$ cat config.mk
export PLATFORM = sky130hd
export DESIGN_NAME = rv_core
export DESIGN_NICKNAME = d
export VERILOG_FILES = /design/src/common/rv_pkg.sv /design/src/common/bypass_if.sv /design/src/hw/decode_stage.sv /design/src/hw/execute_stage.sv /design/src/hw/fetch_stage.sv /design/src/hw/memory_stage.sv /design/src/hw/reg_file.sv /design/src/hw/rv_core.sv
export SDC_FILE = /design/constraint.sdc
export NUM_CORES = 2
export LEC_CHECK = 0
export BUFFER_PORTS_ARGS = -buffer_cell sky130_fd_sc_hd__buf_2
export CAP_MARGIN = 20
export CORE_UTILIZATION = 30
export CTS_BUF_LIST = sky130_fd_sc_hd__clkbuf_16
export DETAILED_ROUTE_END_ITERATION = 10
export GPL_TIMING_DRIVEN = 0
export SYNTH_ARGS = -nofsm -noshare
export SYNTH_HDL_FRONTEND = slang
export SYNTH_HIERARCHICAL = 1
export SYNTH_SLANG_ARGS = --single-unit
export TNS_END_PERCENT = 10
$ cat constraint.sdc
create_clock -name clk -period 8.53 [get_ports clk]
set_clock_uncertainty 0.2 [all_clocks]
set_input_delay 0.4265 -clock clk [delete_from_list [all_inputs] [get_ports clk]]
set_output_delay 0.4265 -clock clk [all_outputs]
set_load 0.05 [all_outputs]
$ cat src/common/rv_pkg.sv
`default_nettype none

package rv_pkg;

  localparam int xlen = 32;
  localparam int num_regs = 32;

  typedef logic [xlen-1:0] word_t;
  typedef logic [4:0] reg_idx_t;

  localparam word_t pc_reset = 32'h0000_0000;
  localparam word_t pc_step = 32'd4;

  // Major opcodes of the supported subset
  typedef enum logic [6:0] {
    OPC_LOAD   = 7'b0000011,
    OPC_OP_IMM = 7'b0010011,
    OPC_OP     = 7'b0110011,
    OPC_LUI    = 7'b0110111,
    OPC_BRANCH = 7'b1100011,
    OPC_SYSTEM = 7'b1110011
  } opcode_e;

  // INSN_NONE marks bubbles and anything the decoder does not recognize
  typedef enum logic [5:0] {
    INSN_NONE,
    INSN_LUI,
    INSN_ADDI, INSN_SLTI, INSN_SLTIU, INSN_XORI, INSN_ORI, INSN_ANDI,
    INSN_SLLI, INSN_SRLI, INSN_SRAI,
    INSN_ADD, INSN_SUB, INSN_SLL, INSN_SLT, INSN_SLTU,
    INSN_XOR, INSN_SRL, INSN_SRA, INSN_OR, INSN_AND,
    INSN_BEQ, INSN_BNE, INSN_BLT, INSN_BGE, INSN_BLTU, INSN_BGEU,
    INSN_LW, INSN_LB,
    INSN_ECALL
  } insn_e;

  // What occupies writeback in a given cycle, one-hot except for INVALID
  typedef enum logic [5:0] {
    CYCLE_INVALID      = 6'd0,
    CYCLE_RESET        = 6'd1,
    CYCLE_NO_STALL     = 6'd2,
    CYCLE_TAKEN_BRANCH = 6'd4,
    CYCLE_LOAD2USE     = 6'd8
  } cycle_status_e;

  typedef struct packed {
    word_t         pc;
    word_t         insn;
    cycle_status_e status;
  } decode_state_t;

  typedef struct packed {
    word_t         pc;
    word_t         insn;
    cycle_status_e status;
    reg_idx_t      rs1;
    reg_idx_t      rs2;
    reg_idx_t      rd;
    insn_e         insn_name;
    word_t         imm_i;
    word_t         imm_b;
    word_t         imm_u;
  } execute_state_t;

  typedef struct packed {
    word_t         pc;
    word_t         insn;
    cycle_status_e status;
    insn_e         insn_name;
    reg_idx_t      rd;
    word_t         rd_data;
    // Word-aligned load address plus the byte offset within the word
    word_t         addr;
    logic [1:0]    addr_lo;
    logic          we;
    logic          halt;
  } memory_state_t;

  typedef struct packed {
    word_t         pc;
    word_t         insn;
    cycle_status_e status;
    reg_idx_t      rd;
    word_t         rd_data;
    logic          we;
    logic          halt;
  } writeback_state_t;

endpackage

`default_nettype wire

$ cat src/common/bypass_if.sv
`timescale 1ns/100ps
`default_nettype none

// Results of the memory and writeback stages, fed back to execute
interface bypass_if;

  rv_pkg::reg_idx_t m_rd;
  rv_pkg::word_t    m_rd_data;
  logic             m_we;

  rv_pkg::reg_idx_t w_rd;
  rv_pkg::word_t    w_rd_data;
  logic             w_we;

  modport src (
    output m_rd, m_rd_data, m_we,
    output w_rd, w_rd_data, w_we
  );

  modport sink (
    input m_rd, m_rd_data, m_we,
    input w_rd, w_rd_data, w_we
  );

endinterface

`default_nettype wire

$ cat src/hw/decode_stage.sv
`timescale 1ns/100ps
`default_nettype none

module decode_stage (
  input  wire                    clk,
  input  wire                    rst,
  input  rv_pkg::decode_state_t  decode_state,
  input  logic                   branch_taken,
  output logic                   load_stall,
  output rv_pkg::execute_state_t execute_state
);

  rv_pkg::opcode_e  d_opcode;
  logic [2:0]       d_funct3;
  logic [6:0]       d_funct7;
  rv_pkg::reg_idx_t d_rs1;
  rv_pkg::reg_idx_t d_rs2;
  rv_pkg::reg_idx_t d_rd;
  rv_pkg::word_t    d_imm_i;
  rv_pkg::word_t    d_imm_b;
  rv_pkg::word_t    d_imm_u;
  rv_pkg::insn_e    d_insn_name;

  assign d_opcode = rv_pkg::opcode_e'(decode_state.insn[6:0]);
  assign d_funct3 = decode_state.insn[14:12];
  assign d_funct7 = decode_state.insn[31:25];
  assign d_rs1    = decode_state.insn[19:15];
  assign d_rs2    = decode_state.insn[24:20];
  assign d_rd     = decode_state.insn[11:7];

  assign d_imm_i = {{20{decode_state.insn[31]}}, decode_state.insn[31:20]};
  assign d_imm_b = {{19{decode_state.insn[31]}}, decode_state.insn[31], decode_state.insn[7],
                    decode_state.insn[30:25], decode_state.insn[11:8], 1'b0};
  assign d_imm_u = {decode_state.insn[31:12], 12'b0};

  always_comb begin
    d_insn_name = rv_pkg::INSN_NONE;
    case (d_opcode)
      rv_pkg::OPC_LUI: d_insn_name = rv_pkg::INSN_LUI;
      rv_pkg::OPC_LOAD: begin
        if (d_funct3 == 3'b010) begin
          d_insn_name = rv_pkg::INSN_LW;
        end else if (d_funct3 == 3'b000) begin
          d_insn_name = rv_pkg::INSN_LB;
        end
      end
      rv_pkg::OPC_OP_IMM: begin
        case ({d_funct7, d_funct3})
          10'b0000000_001: d_insn_name = rv_pkg::INSN_SLLI;
          10'b0000000_101: d_insn_name = rv_pkg::INSN_SRLI;
          10'b0100000_101: d_insn_name = rv_pkg::INSN_SRAI;
          default: begin
            // The remaining funct3 values carry immediate bits in funct7
            case (d_funct3)
              3'b000:  d_insn_name = rv_pkg::INSN_ADDI;
              3'b010:  d_insn_name = rv_pkg::INSN_SLTI;
              3'b011:  d_insn_name = rv_pkg::INSN_SLTIU;
              3'b100:  d_insn_name = rv_pkg::INSN_XORI;
              3'b110:  d_insn_name = rv_pkg::INSN_ORI;
              3'b111:  d_insn_name = rv_pkg::INSN_ANDI;
              default: d_insn_name = rv_pkg::INSN_NONE;
            endcase
          end
        endcase
      end
      rv_pkg::OPC_OP: begin
        case ({d_funct7, d_funct3})
          10'b0000000_000: d_insn_name = rv_pkg::INSN_ADD;
          10'b0100000_000: d_insn_name = rv_pkg::INSN_SUB;
          10'b0000000_001: d_insn_name = rv_pkg::INSN_SLL;
          10'b0000000_010: d_insn_name = rv_pkg::INSN_SLT;
          10'b0000000_011: d_insn_name = rv_pkg::INSN_SLTU;
          10'b0000000_100: d_insn_name = rv_pkg::INSN_XOR;
          10'b0000000_101: d_insn_name = rv_pkg::INSN_SRL;
          10'b0100000_101: d_insn_name = rv_pkg::INSN_SRA;
          10'b0000000_110: d_insn_name = rv_pkg::INSN_OR;
          10'b0000000_111: d_insn_name = rv_pkg::INSN_AND;
          default:         d_insn_name = rv_pkg::INSN_NONE;
        endcase
      end
      rv_pkg::OPC_BRANCH: begin
        case (d_funct3)
          3'b000:  d_insn_name = rv_pkg::INSN_BEQ;
          3'b001:  d_insn_name = rv_pkg::INSN_BNE;
          3'b100:  d_insn_name = rv_pkg::INSN_BLT;
          3'b101:  d_insn_name = rv_pkg::INSN_BGE;
          3'b110:  d_insn_name = rv_pkg::INSN_BLTU;
          3'b111:  d_insn_name = rv_pkg::INSN_BGEU;
          default: d_insn_name = rv_pkg::INSN_NONE;
        endcase
      end
      rv_pkg::OPC_SYSTEM: begin
        if (decode_state.insn[31:7] == '0) begin
          d_insn_name = rv_pkg::INSN_ECALL;
        end
      end
      default: d_insn_name = rv_pkg::INSN_NONE;
    endcase
  end

  // A load in execute whose result is needed by the instruction in decode
  assign load_stall = (execute_state.insn_name inside {rv_pkg::INSN_LW, rv_pkg::INSN_LB}) &&
                      (execute_state.rd != '0) &&
                      (execute_state.rd == d_rs1 || execute_state.rd == d_rs2);

  always_ff @(posedge clk) begin
    if (rst) begin
      execute_state <= '{status: rv_pkg::CYCLE_RESET, insn_name: rv_pkg::INSN_NONE,
                         default: '0};
    end else if (branch_taken) begin
      execute_state <= '{status: rv_pkg::CYCLE_TAKEN_BRANCH, insn_name: rv_pkg::INSN_NONE,
                         default: '0};
    end else if (load_stall) begin
      execute_state <= '{status: rv_pkg::CYCLE_LOAD2USE, insn_name: rv_pkg::INSN_NONE,
                         default: '0};
    end else begin
      execute_state <= '{
        pc:        decode_state.pc,
        insn:      decode_state.insn,
        status:    decode_state.status,
        rs1:       d_rs1,
        rs2:       d_rs2,
        rd:        d_rd,
        insn_name: d_insn_name,
        imm_i:     d_imm_i,
        imm_b:     d_imm_b,
        imm_u:     d_imm_u
      };
    end
  end

endmodule

`default_nettype wire

$ cat src/hw/execute_stage.sv
`timescale 1ns/100ps
`default_nettype none

module execute_stage (
  input  wire                    clk,
  input  wire                    rst,
  input  rv_pkg::execute_state_t execute_state,
  bypass_if.sink                 bypass,
  output logic                   branch_taken,
  output rv_pkg::word_t          branch_target,
  output rv_pkg::memory_state_t  memory_state
);

  rv_pkg::word_t rf_rs1_data;
  rv_pkg::word_t rf_rs2_data;
  rv_pkg::word_t rs1_val;
  rv_pkg::word_t rs2_val;
  rv_pkg::word_t op_b;
  rv_pkg::word_t x_sum;
  rv_pkg::word_t x_result;
  logic          x_we;
  logic          x_cond;
  logic          x_halt;

  // Writeback drives the write port, execute reads
  reg_file u_reg_file (
    .clk      (clk),
    .rst      (rst),
    .rs1      (execute_state.rs1),
    .rs2      (execute_state.rs2),
    .rs1_data (rf_rs1_data),
    .rs2_data (rf_rs2_data),
    .rd       (bypass.w_rd),
    .rd_data  (bypass.w_rd_data),
    .we       (bypass.w_we)
  );

  // Newest value wins, so the memory stage is checked last
  function automatic rv_pkg::word_t bypass_operand(rv_pkg::reg_idx_t rs,
                                                   rv_pkg::word_t rf_data);
    rv_pkg::word_t value;
    value = rf_data;
    if (rs != '0 && bypass.w_we && bypass.w_rd == rs) begin
      value = bypass.w_rd_data;
    end
    if (rs != '0 && bypass.m_we && bypass.m_rd == rs) begin
      value = bypass.m_rd_data;
    end
    return value;
  endfunction

  always_comb begin
    rs1_val = bypass_operand(execute_state.rs1, rf_rs1_data);
    rs2_val = bypass_operand(execute_state.rs2, rf_rs2_data);
  end

  // Opcode bit 5 separates OP and BRANCH from OP_IMM and LOAD
  assign op_b = execute_state.insn[5] ? rs2_val : execute_state.imm_i;

  // One adder for ADD, ADDI and the load address
  assign x_sum = rs1_val + op_b;

  // Branch funct3 bits 14:13 pick the compare, bit 12 inverts it
  always_comb begin
    case (execute_state.insn[14:13])
      2'b10:   x_cond = $signed(rs1_val) < $signed(rs2_val);
      2'b11:   x_cond = rs1_val < rs2_val;
      default: x_cond = rs1_val == rs2_val;
    endcase
  end

  always_comb begin
    x_result = '0;
    x_we = 1'b1;
    branch_taken = 1'b0;
    case (execute_state.insn_name)
      rv_pkg::INSN_LUI:                    x_result = execute_state.imm_u;
      rv_pkg::INSN_ADDI, rv_pkg::INSN_ADD: x_result = x_sum;
      rv_pkg::INSN_SUB:                    x_result = rs1_val - rs2_val;
      rv_pkg::INSN_SLTI, rv_pkg::INSN_SLT: begin
        x_result = {31'b0, $signed(rs1_val) < $signed(op_b)};
      end
      rv_pkg::INSN_SLTIU, rv_pkg::INSN_SLTU: x_result = {31'b0, rs1_val < op_b};
      rv_pkg::INSN_XORI, rv_pkg::INSN_XOR:   x_result = rs1_val ^ op_b;
      rv_pkg::INSN_ORI, rv_pkg::INSN_OR:     x_result = rs1_val | op_b;
      rv_pkg::INSN_ANDI, rv_pkg::INSN_AND:   x_result = rs1_val & op_b;
      rv_pkg::INSN_SLLI, rv_pkg::INSN_SLL:   x_result = rs1_val << op_b[4:0];
      rv_pkg::INSN_SRLI, rv_pkg::INSN_SRL:   x_result = rs1_val >> op_b[4:0];
      rv_pkg::INSN_SRAI, rv_pkg::INSN_SRA: begin
        x_result = $signed(rs1_val) >>> op_b[4:0];
      end
      // Load data replaces this in the memory stage
      rv_pkg::INSN_LW, rv_pkg::INSN_LB:      x_result = x_sum;
      rv_pkg::INSN_BEQ, rv_pkg::INSN_BNE, rv_pkg::INSN_BLT,
      rv_pkg::INSN_BGE, rv_pkg::INSN_BLTU, rv_pkg::INSN_BGEU: begin
        x_we = 1'b0;
        branch_taken = x_cond ^ execute_state.insn[12];
      end
      default: x_we = 1'b0;
    endcase
  end

  assign branch_target = execute_state.pc + execute_state.imm_b;
  assign x_halt = execute_state.insn_name == rv_pkg::INSN_ECALL;

  always_ff @(posedge clk) begin
    if (rst) begin
      memory_state <= '{status: rv_pkg::CYCLE_RESET, insn_name: rv_pkg::INSN_NONE,
                        default: '0};
    end else begin
      memory_state <= '{
        pc:        execute_state.pc,
        insn:      execute_state.insn,
        status:    execute_state.status,
        insn_name: execute_state.insn_name,
        rd:        execute_state.rd,
        rd_data:   x_result,
        addr:      {x_sum[31:2], 2'b00},
        addr_lo:   x_sum[1:0],
        we:        x_we,
        halt:      x_halt
      };
    end
  end

endmodule

`default_nettype wire

$ cat src/hw/fetch_stage.sv
`timescale 1ns/100ps
`default_nettype none

module fetch_stage (
  input  wire                   clk,
  input  wire                   rst,
  input  logic                  branch_taken,
  input  rv_pkg::word_t         branch_target,
  input  logic                  load_stall,
  input  rv_pkg::word_t         insn_from_imem,
  output rv_pkg::word_t         pc_to_imem,
  output rv_pkg::decode_state_t decode_state
);

  rv_pkg::word_t pc;

  assign pc_to_imem = pc;

  // Redirect wins over the load-use hold
  always_ff @(posedge clk) begin
    if (rst) begin
      pc <= rv_pkg::pc_reset;
      decode_state <= '{status: rv_pkg::CYCLE_RESET, default: '0};
    end else if (branch_taken) begin
      pc <= branch_target;
      decode_state <= '{status: rv_pkg::CYCLE_TAKEN_BRANCH, default: '0};
    end else if (!load_stall) begin
      pc <= pc + rv_pkg::pc_step;
      decode_state <= '{pc: pc, insn: insn_from_imem, status: rv_pkg::CYCLE_NO_STALL};
    end
  end

endmodule

`default_nettype wire

$ cat src/hw/memory_stage.sv
`timescale 1ns/100ps
`default_nettype none

module memory_stage (
  input  wire                      clk,
  input  wire                      rst,
  input  rv_pkg::memory_state_t    memory_state,
  input  rv_pkg::word_t            load_data_from_dmem,
  output rv_pkg::word_t            addr_to_dmem,
  bypass_if.src                    bypass,
  output rv_pkg::writeback_state_t writeback_state
);

  logic [7:0]    m_byte;
  rv_pkg::word_t m_rd_data;

  assign addr_to_dmem = memory_state.addr;

  // Byte lane chosen by the low address bits
  assign m_byte = load_data_from_dmem[{memory_state.addr_lo, 3'b000} +: 8];

  always_comb begin
    case (memory_state.insn_name)
      rv_pkg::INSN_LW: m_rd_data = load_data_from_dmem;
      rv_pkg::INSN_LB: m_rd_data = {{24{m_byte[7]}}, m_byte};
      default:         m_rd_data = memory_state.rd_data;
    endcase
  end

  // MX source sees load data in the same cycle it arrives
  assign bypass.m_rd      = memory_state.rd;
  assign bypass.m_rd_data = m_rd_data;
  assign bypass.m_we      = memory_state.we;

  assign bypass.w_rd      = writeback_state.rd;
  assign bypass.w_rd_data = writeback_state.rd_data;
  assign bypass.w_we      = writeback_state.we;

  always_ff @(posedge clk) begin
    if (rst) begin
      writeback_state <= '{status: rv_pkg::CYCLE_RESET, default: '0};
    end else begin
      writeback_state <= '{
        pc:      memory_state.pc,
        insn:    memory_state.insn,
        status:  memory_state.status,
        rd:      memory_state.rd,
        rd_data: m_rd_data,
        we:      memory_state.we,
        halt:    memory_state.halt
      };
    end
  end

endmodule

`default_nettype wire

$ cat src/hw/reg_file.sv
`timescale 1ns/100ps
`default_nettype none

module reg_file (
  input  wire              clk,
  input  wire              rst,
  input  rv_pkg::reg_idx_t rs1,
  input  rv_pkg::reg_idx_t rs2,
  output rv_pkg::word_t    rs1_data,
  output rv_pkg::word_t    rs2_data,
  input  rv_pkg::reg_idx_t rd,
  input  rv_pkg::word_t    rd_data,
  input  logic             we
);

  rv_pkg::word_t regs [rv_pkg::num_regs];

  assign rs1_data = regs[rs1];
  assign rs2_data = regs[rs2];

  // x0 is cleared by reset and never written afterwards
  always_ff @(posedge clk) begin
    if (rst) begin
      for (int i = 0; i < rv_pkg::num_regs; i++) begin
        regs[i] <= '0;
      end
    end else if (we && rd != '0) begin
      regs[rd] <= rd_data;
    end
  end

endmodule

`default_nettype wire

$ cat src/hw/rv_core.sv
`timescale 1ns/100ps
`default_nettype none

module rv_core (
  input  wire                   clk,
  input  wire                   rst,
  output rv_pkg::word_t         pc_to_imem,
  input  rv_pkg::word_t         insn_from_imem,
  output rv_pkg::word_t         addr_to_dmem,
  input  rv_pkg::word_t         load_data_from_dmem,
  output logic                  halt,
  output rv_pkg::word_t         trace_writeback_pc,
  output rv_pkg::word_t         trace_writeback_insn,
  output rv_pkg::cycle_status_e trace_writeback_cycle_status,
  output rv_pkg::reg_idx_t      trace_writeback_rd,
  output rv_pkg::word_t         trace_writeback_rd_data,
  output logic                  trace_writeback_we
);

  rv_pkg::decode_state_t    decode_state;
  rv_pkg::execute_state_t   execute_state;
  rv_pkg::memory_state_t    memory_state;
  rv_pkg::writeback_state_t writeback_state;
  logic                     branch_taken;
  rv_pkg::word_t            branch_target;
  logic                     load_stall;

  bypass_if u_bypass ();

  fetch_stage u_fetch (
    .clk            (clk),
    .rst            (rst),
    .branch_taken   (branch_taken),
    .branch_target  (branch_target),
    .load_stall     (load_stall),
    .insn_from_imem (insn_from_imem),
    .pc_to_imem     (pc_to_imem),
    .decode_state   (decode_state)
  );

  decode_stage u_decode (
    .clk           (clk),
    .rst           (rst),
    .decode_state  (decode_state),
    .branch_taken  (branch_taken),
    .load_stall    (load_stall),
    .execute_state (execute_state)
  );

  execute_stage u_execute (
    .clk           (clk),
    .rst           (rst),
    .execute_state (execute_state),
    .bypass        (u_bypass.sink),
    .branch_taken  (branch_taken),
    .branch_target (branch_target),
    .memory_state  (memory_state)
  );

  memory_stage u_memory (
    .clk                 (clk),
    .rst                 (rst),
    .memory_state        (memory_state),
    .load_data_from_dmem (load_data_from_dmem),
    .addr_to_dmem        (addr_to_dmem),
    .bypass              (u_bypass.src),
    .writeback_state     (writeback_state)
  );

  assign halt                         = writeback_state.halt;
  assign trace_writeback_pc           = writeback_state.pc;
  assign trace_writeback_insn         = writeback_state.insn;
  assign trace_writeback_cycle_status = writeback_state.status;
  assign trace_writeback_rd           = writeback_state.rd;
  assign trace_writeback_rd_data      = writeback_state.rd_data;
  assign trace_writeback_we           = writeback_state.we;

endmodule

`default_nettype wire

==> results_dict.tcl <==
set metrics [dict create \
    synthAdderAreaFrac_pct 2.38 \
    end_kind "flop" \
    layout_commonest_cell "mux2i_1" \
    synth-xor-area-share_pct 1.20 \
    critPathSlowestCell "clkbuf_1" \
    maxCapViolCount 0 \
    seqPwrFrac_pct 43.2 \
    drive_gt1_share_pct 14.5 \
    pwr-share-comb_pct 19.0 \
    power_density_nw_per_um2 187 \
    layout_common_cells "mux2i_1 (1,174), and2_1 (1,074), edfxtp_1 (1,024)" \
    row_count 196 \
    setup_violations 84 \
    dr.pass1.iters 8 \
    cts_buffers 160 \
    power.internal_mw 12.9 \
    numPortBuffers 236 \
    pwr-share-clk_pct 37.9 \
    cts_tree "yes" \
    grt_overflow_total 0 \
    die_w_um 539 \
    drcViolationCount 0 \
    drt_iter0_drc 9371 \
    syn-mean-instance-area_um2 10.3 \
    synth_edf_count 1024 \
    io_pins 239 \
    critPathKind "reg2reg" \
    ys_seq_area_share_pct 45.6 \
    hold_violations 0 \
    path_buf_inv 8 \
    utilization_pct 34.8 \
    die-area_um2 290000 \
    fin_area_um2 99600 \
    yosys.area_share.simple_pct 17.7 \
    area_growth_syn_to_layout_pct 15.2 \
    vias 72700 \
    synth_top_family_by_area "simple AND/OR/NAND/NOR gates" \
    synth_compound_area_share_pct 12.2 \
    worst_slack_ns -0.209 \
    min_period_over_period_pct 102 \
    detailed_place_hpwl_um 302000 \
    n_fill_cell 28600 \
    antenna_found_initial 21 \
    path_delay_family "compound AO/OA/AOI/OAI gates" \
    synthArstFlopShare_pct 0 \
    ir_worst_vdd_mv 0.223 \
    grt_max_degree 33 \
    crit_fanout 11 \
    dp_worst_setup_slack_ns -1.95 \
    cts_max_path_buffers 3 \
    core_area_um2 286000 \
    synthMuxAreaShare_pct 14.7 \
    synth_seq_cells 1454 \
    ant_nets 0 \
    synth_ff_type "edfxtp_1" \
    tns_ns -4.62 \
    routabilityCongestion 1.08 \
    routed_wl_um 392000 \
    violations "negative setup slack" \
    netlist_area_um2 86400 \
    critPathRequiredTime_ns 9.00 \
    synth_cell_types 123 \
    p_switching_mw 5.73 \
    syn_inst 8365 \
    grt_use_total_pct 25.9 \
    grt_setup_unrepaired "true" \
    worst_slew_pin_slew_ns 1.34 \
    synth_warnings 6 \
    die_y_um 539 \
    cellLeakagePower_nw 36.3 \
    viasPerCell 5.67 \
    start_util_pct 30.2 \
    place_area_um2 92900 \
    slew-limit-headroom_pct 10.3 \
    max_stage_delay_ns 0.85 \
    fmax_mhz 114 \
    first_global_vias 69800 \
    clkLatencyLatePin_ns 0.86 \
    status "finished, violations left" \
    worst_setup_path_start_kind "flop" \
    hp-class "in2reg" \
    grt_pass1_wl_um 535000 \
    swShare_pct 30.8 \
    period_minus_slack_ns 8.74 \
    cts_sinks 1454 \
    clkTransAtPathRegs_ns 0.06 \
    cts-root-buf "clkbuf_16" \
    arrival_ns 9.21 \
    slew_viol_final 0 \
    h-tree-depth 4 \
    nNetsFinal 9137 \
    wl_per_cell_um 30.6 \
]
## per-layer routing
metal / vias to the layer above / GRT usage, % / wire, µm
met3: 869 / 7.00 / 41400
met5: - / 0 / 13
li1: 31200 / - / -
met1: 36400 / 32.6 / 154000
met2: 4246 / 39.9 / 171000
met4: 2 / 14.5 / 24600
## worst register-to-register path, delay by kind of cell (launching register included)
kind,cells,cell delay [ns]
AOI/OAI and AO/OA,14,3.58
buffers and inverters,8,2.55
and+or+nand+nor,5,0.99
adders and majority gates,2,0.77
DFF,1,0.52
## power groups by stage
stage	sequential [mW]	clock, mW	combinational [mW]
floorplan	8.11	0	2.01
detailed placement	8.17	0	3.30
finish	8.03	7.05	3.53
global placement	8.16	0	3.28
global route	8.06	7.43	3.63
CTS	8.03	7.15	3.36
## synthesized netlist by cell type (141+ instances only)
library cell	count	area, µm²
nand2_1	403	1510
o21ai_0	203	1020
buf_4	265	1990
ha_1	159	1990
inv_1	183	687
nand3_1	326	1630
nor2b_1	188	1180
a22oi_1	217	1630
nor2_1	307	1150
dfxtp_1	430	8610
a21oi_1	394	1970
clkbuf_1	368	1380
and2_1	1074	6720
nor3_1	141	706
buf_2	170	851
edfxtp_1	1024	30700
mux2i_1	1177	11800
## final cells by class
| type | count | area, µm² | share of cell area, % |
|---|---|---|---|
| clock buffers | 162 | 4050 | 4.07 |
| plain buffers | 888 | 4910 | 4.93 |
| inverters | 186 | 709 | 0.713 |
| multi-input cells | 5881 | 42200 | 42.4 |
| clock inverters | 137 | 1250 | 1.26 |
| repair buffers | 338 | 2330 | 2.35 |
| diodes | 11 | 27.5 | 0.0276 |
| flip-flops and latches | 1454 | 39400 | 39.5 |
| well taps | 3762 | 4710 | 4.73 |
## flip-flops by register name, summed over array words and instances (netlist names)
register                   count
u_decode/execute_state        75
u_memory/bypass.w_rd_data     32
u_execute/u_reg_file/regs   1024
u_memory/writeback_state      71
u_fetch/decode_state          67
u_execute/memory_state       147
u_memory/bypass.w_rd           5
u_memory/bypass.w_we           1
u_fetch/pc_to_imem            32
## metrics by stage
step	instances	power, mW	hold WS [ns]
final	12800	18.6	0.169
after global routing	12800	19.1	0.174
after CTS	12800	18.5	0.118
after detailed placement	12400	11.5	0.198
after global placement	12400	11.4	0.200
after floorplan	8412	10.1	0.189
## what timing repair did
item / in CTS / in global routing
hold buffers: 65 / 0
setup buffers: 2 / 2
endpoints found under the hold margin: 64 / 0
gates resized for setup: 86 / 78
pin swaps: 2 / 5
endpoints found under the setup margin: 216 / 170
## cells by family (layout without fill, tap and decap cells)
kind of cell	Yosys count	in the layout
XOR/XNOR	118	118
adder cells (fa/ha/maj)	163	163
other	4	62
buffers and inverters	1077	1711
flip-flops	1454	1454
AO/OA/AOI/OAI	1540	1540
multiplexers	1241	1241
AND/OR/NAND/NOR	2768	2768
## worst paths after layout
| path | slack, ns | cells past startpoint | startpoint | end |
|---|---|---|---|---|
| worst max-delay path | -0.21 | 29 | u_decode/execute_state[143] | u_execute/memory_state[58] |
| worst min-delay path | 0.17 | 4 | insn_from_imem[12] | u_fetch/decode_state[18] |
| worst max register to register | -0.21 | 29 | u_decode/execute_state[143] | u_execute/memory_state[58] |
| worst min register to register | 0.20 | 1 | u_fetch/decode_state[47] | u_decode/execute_state[164] |
No activity file was read; power rests on OpenSTA's default activity.
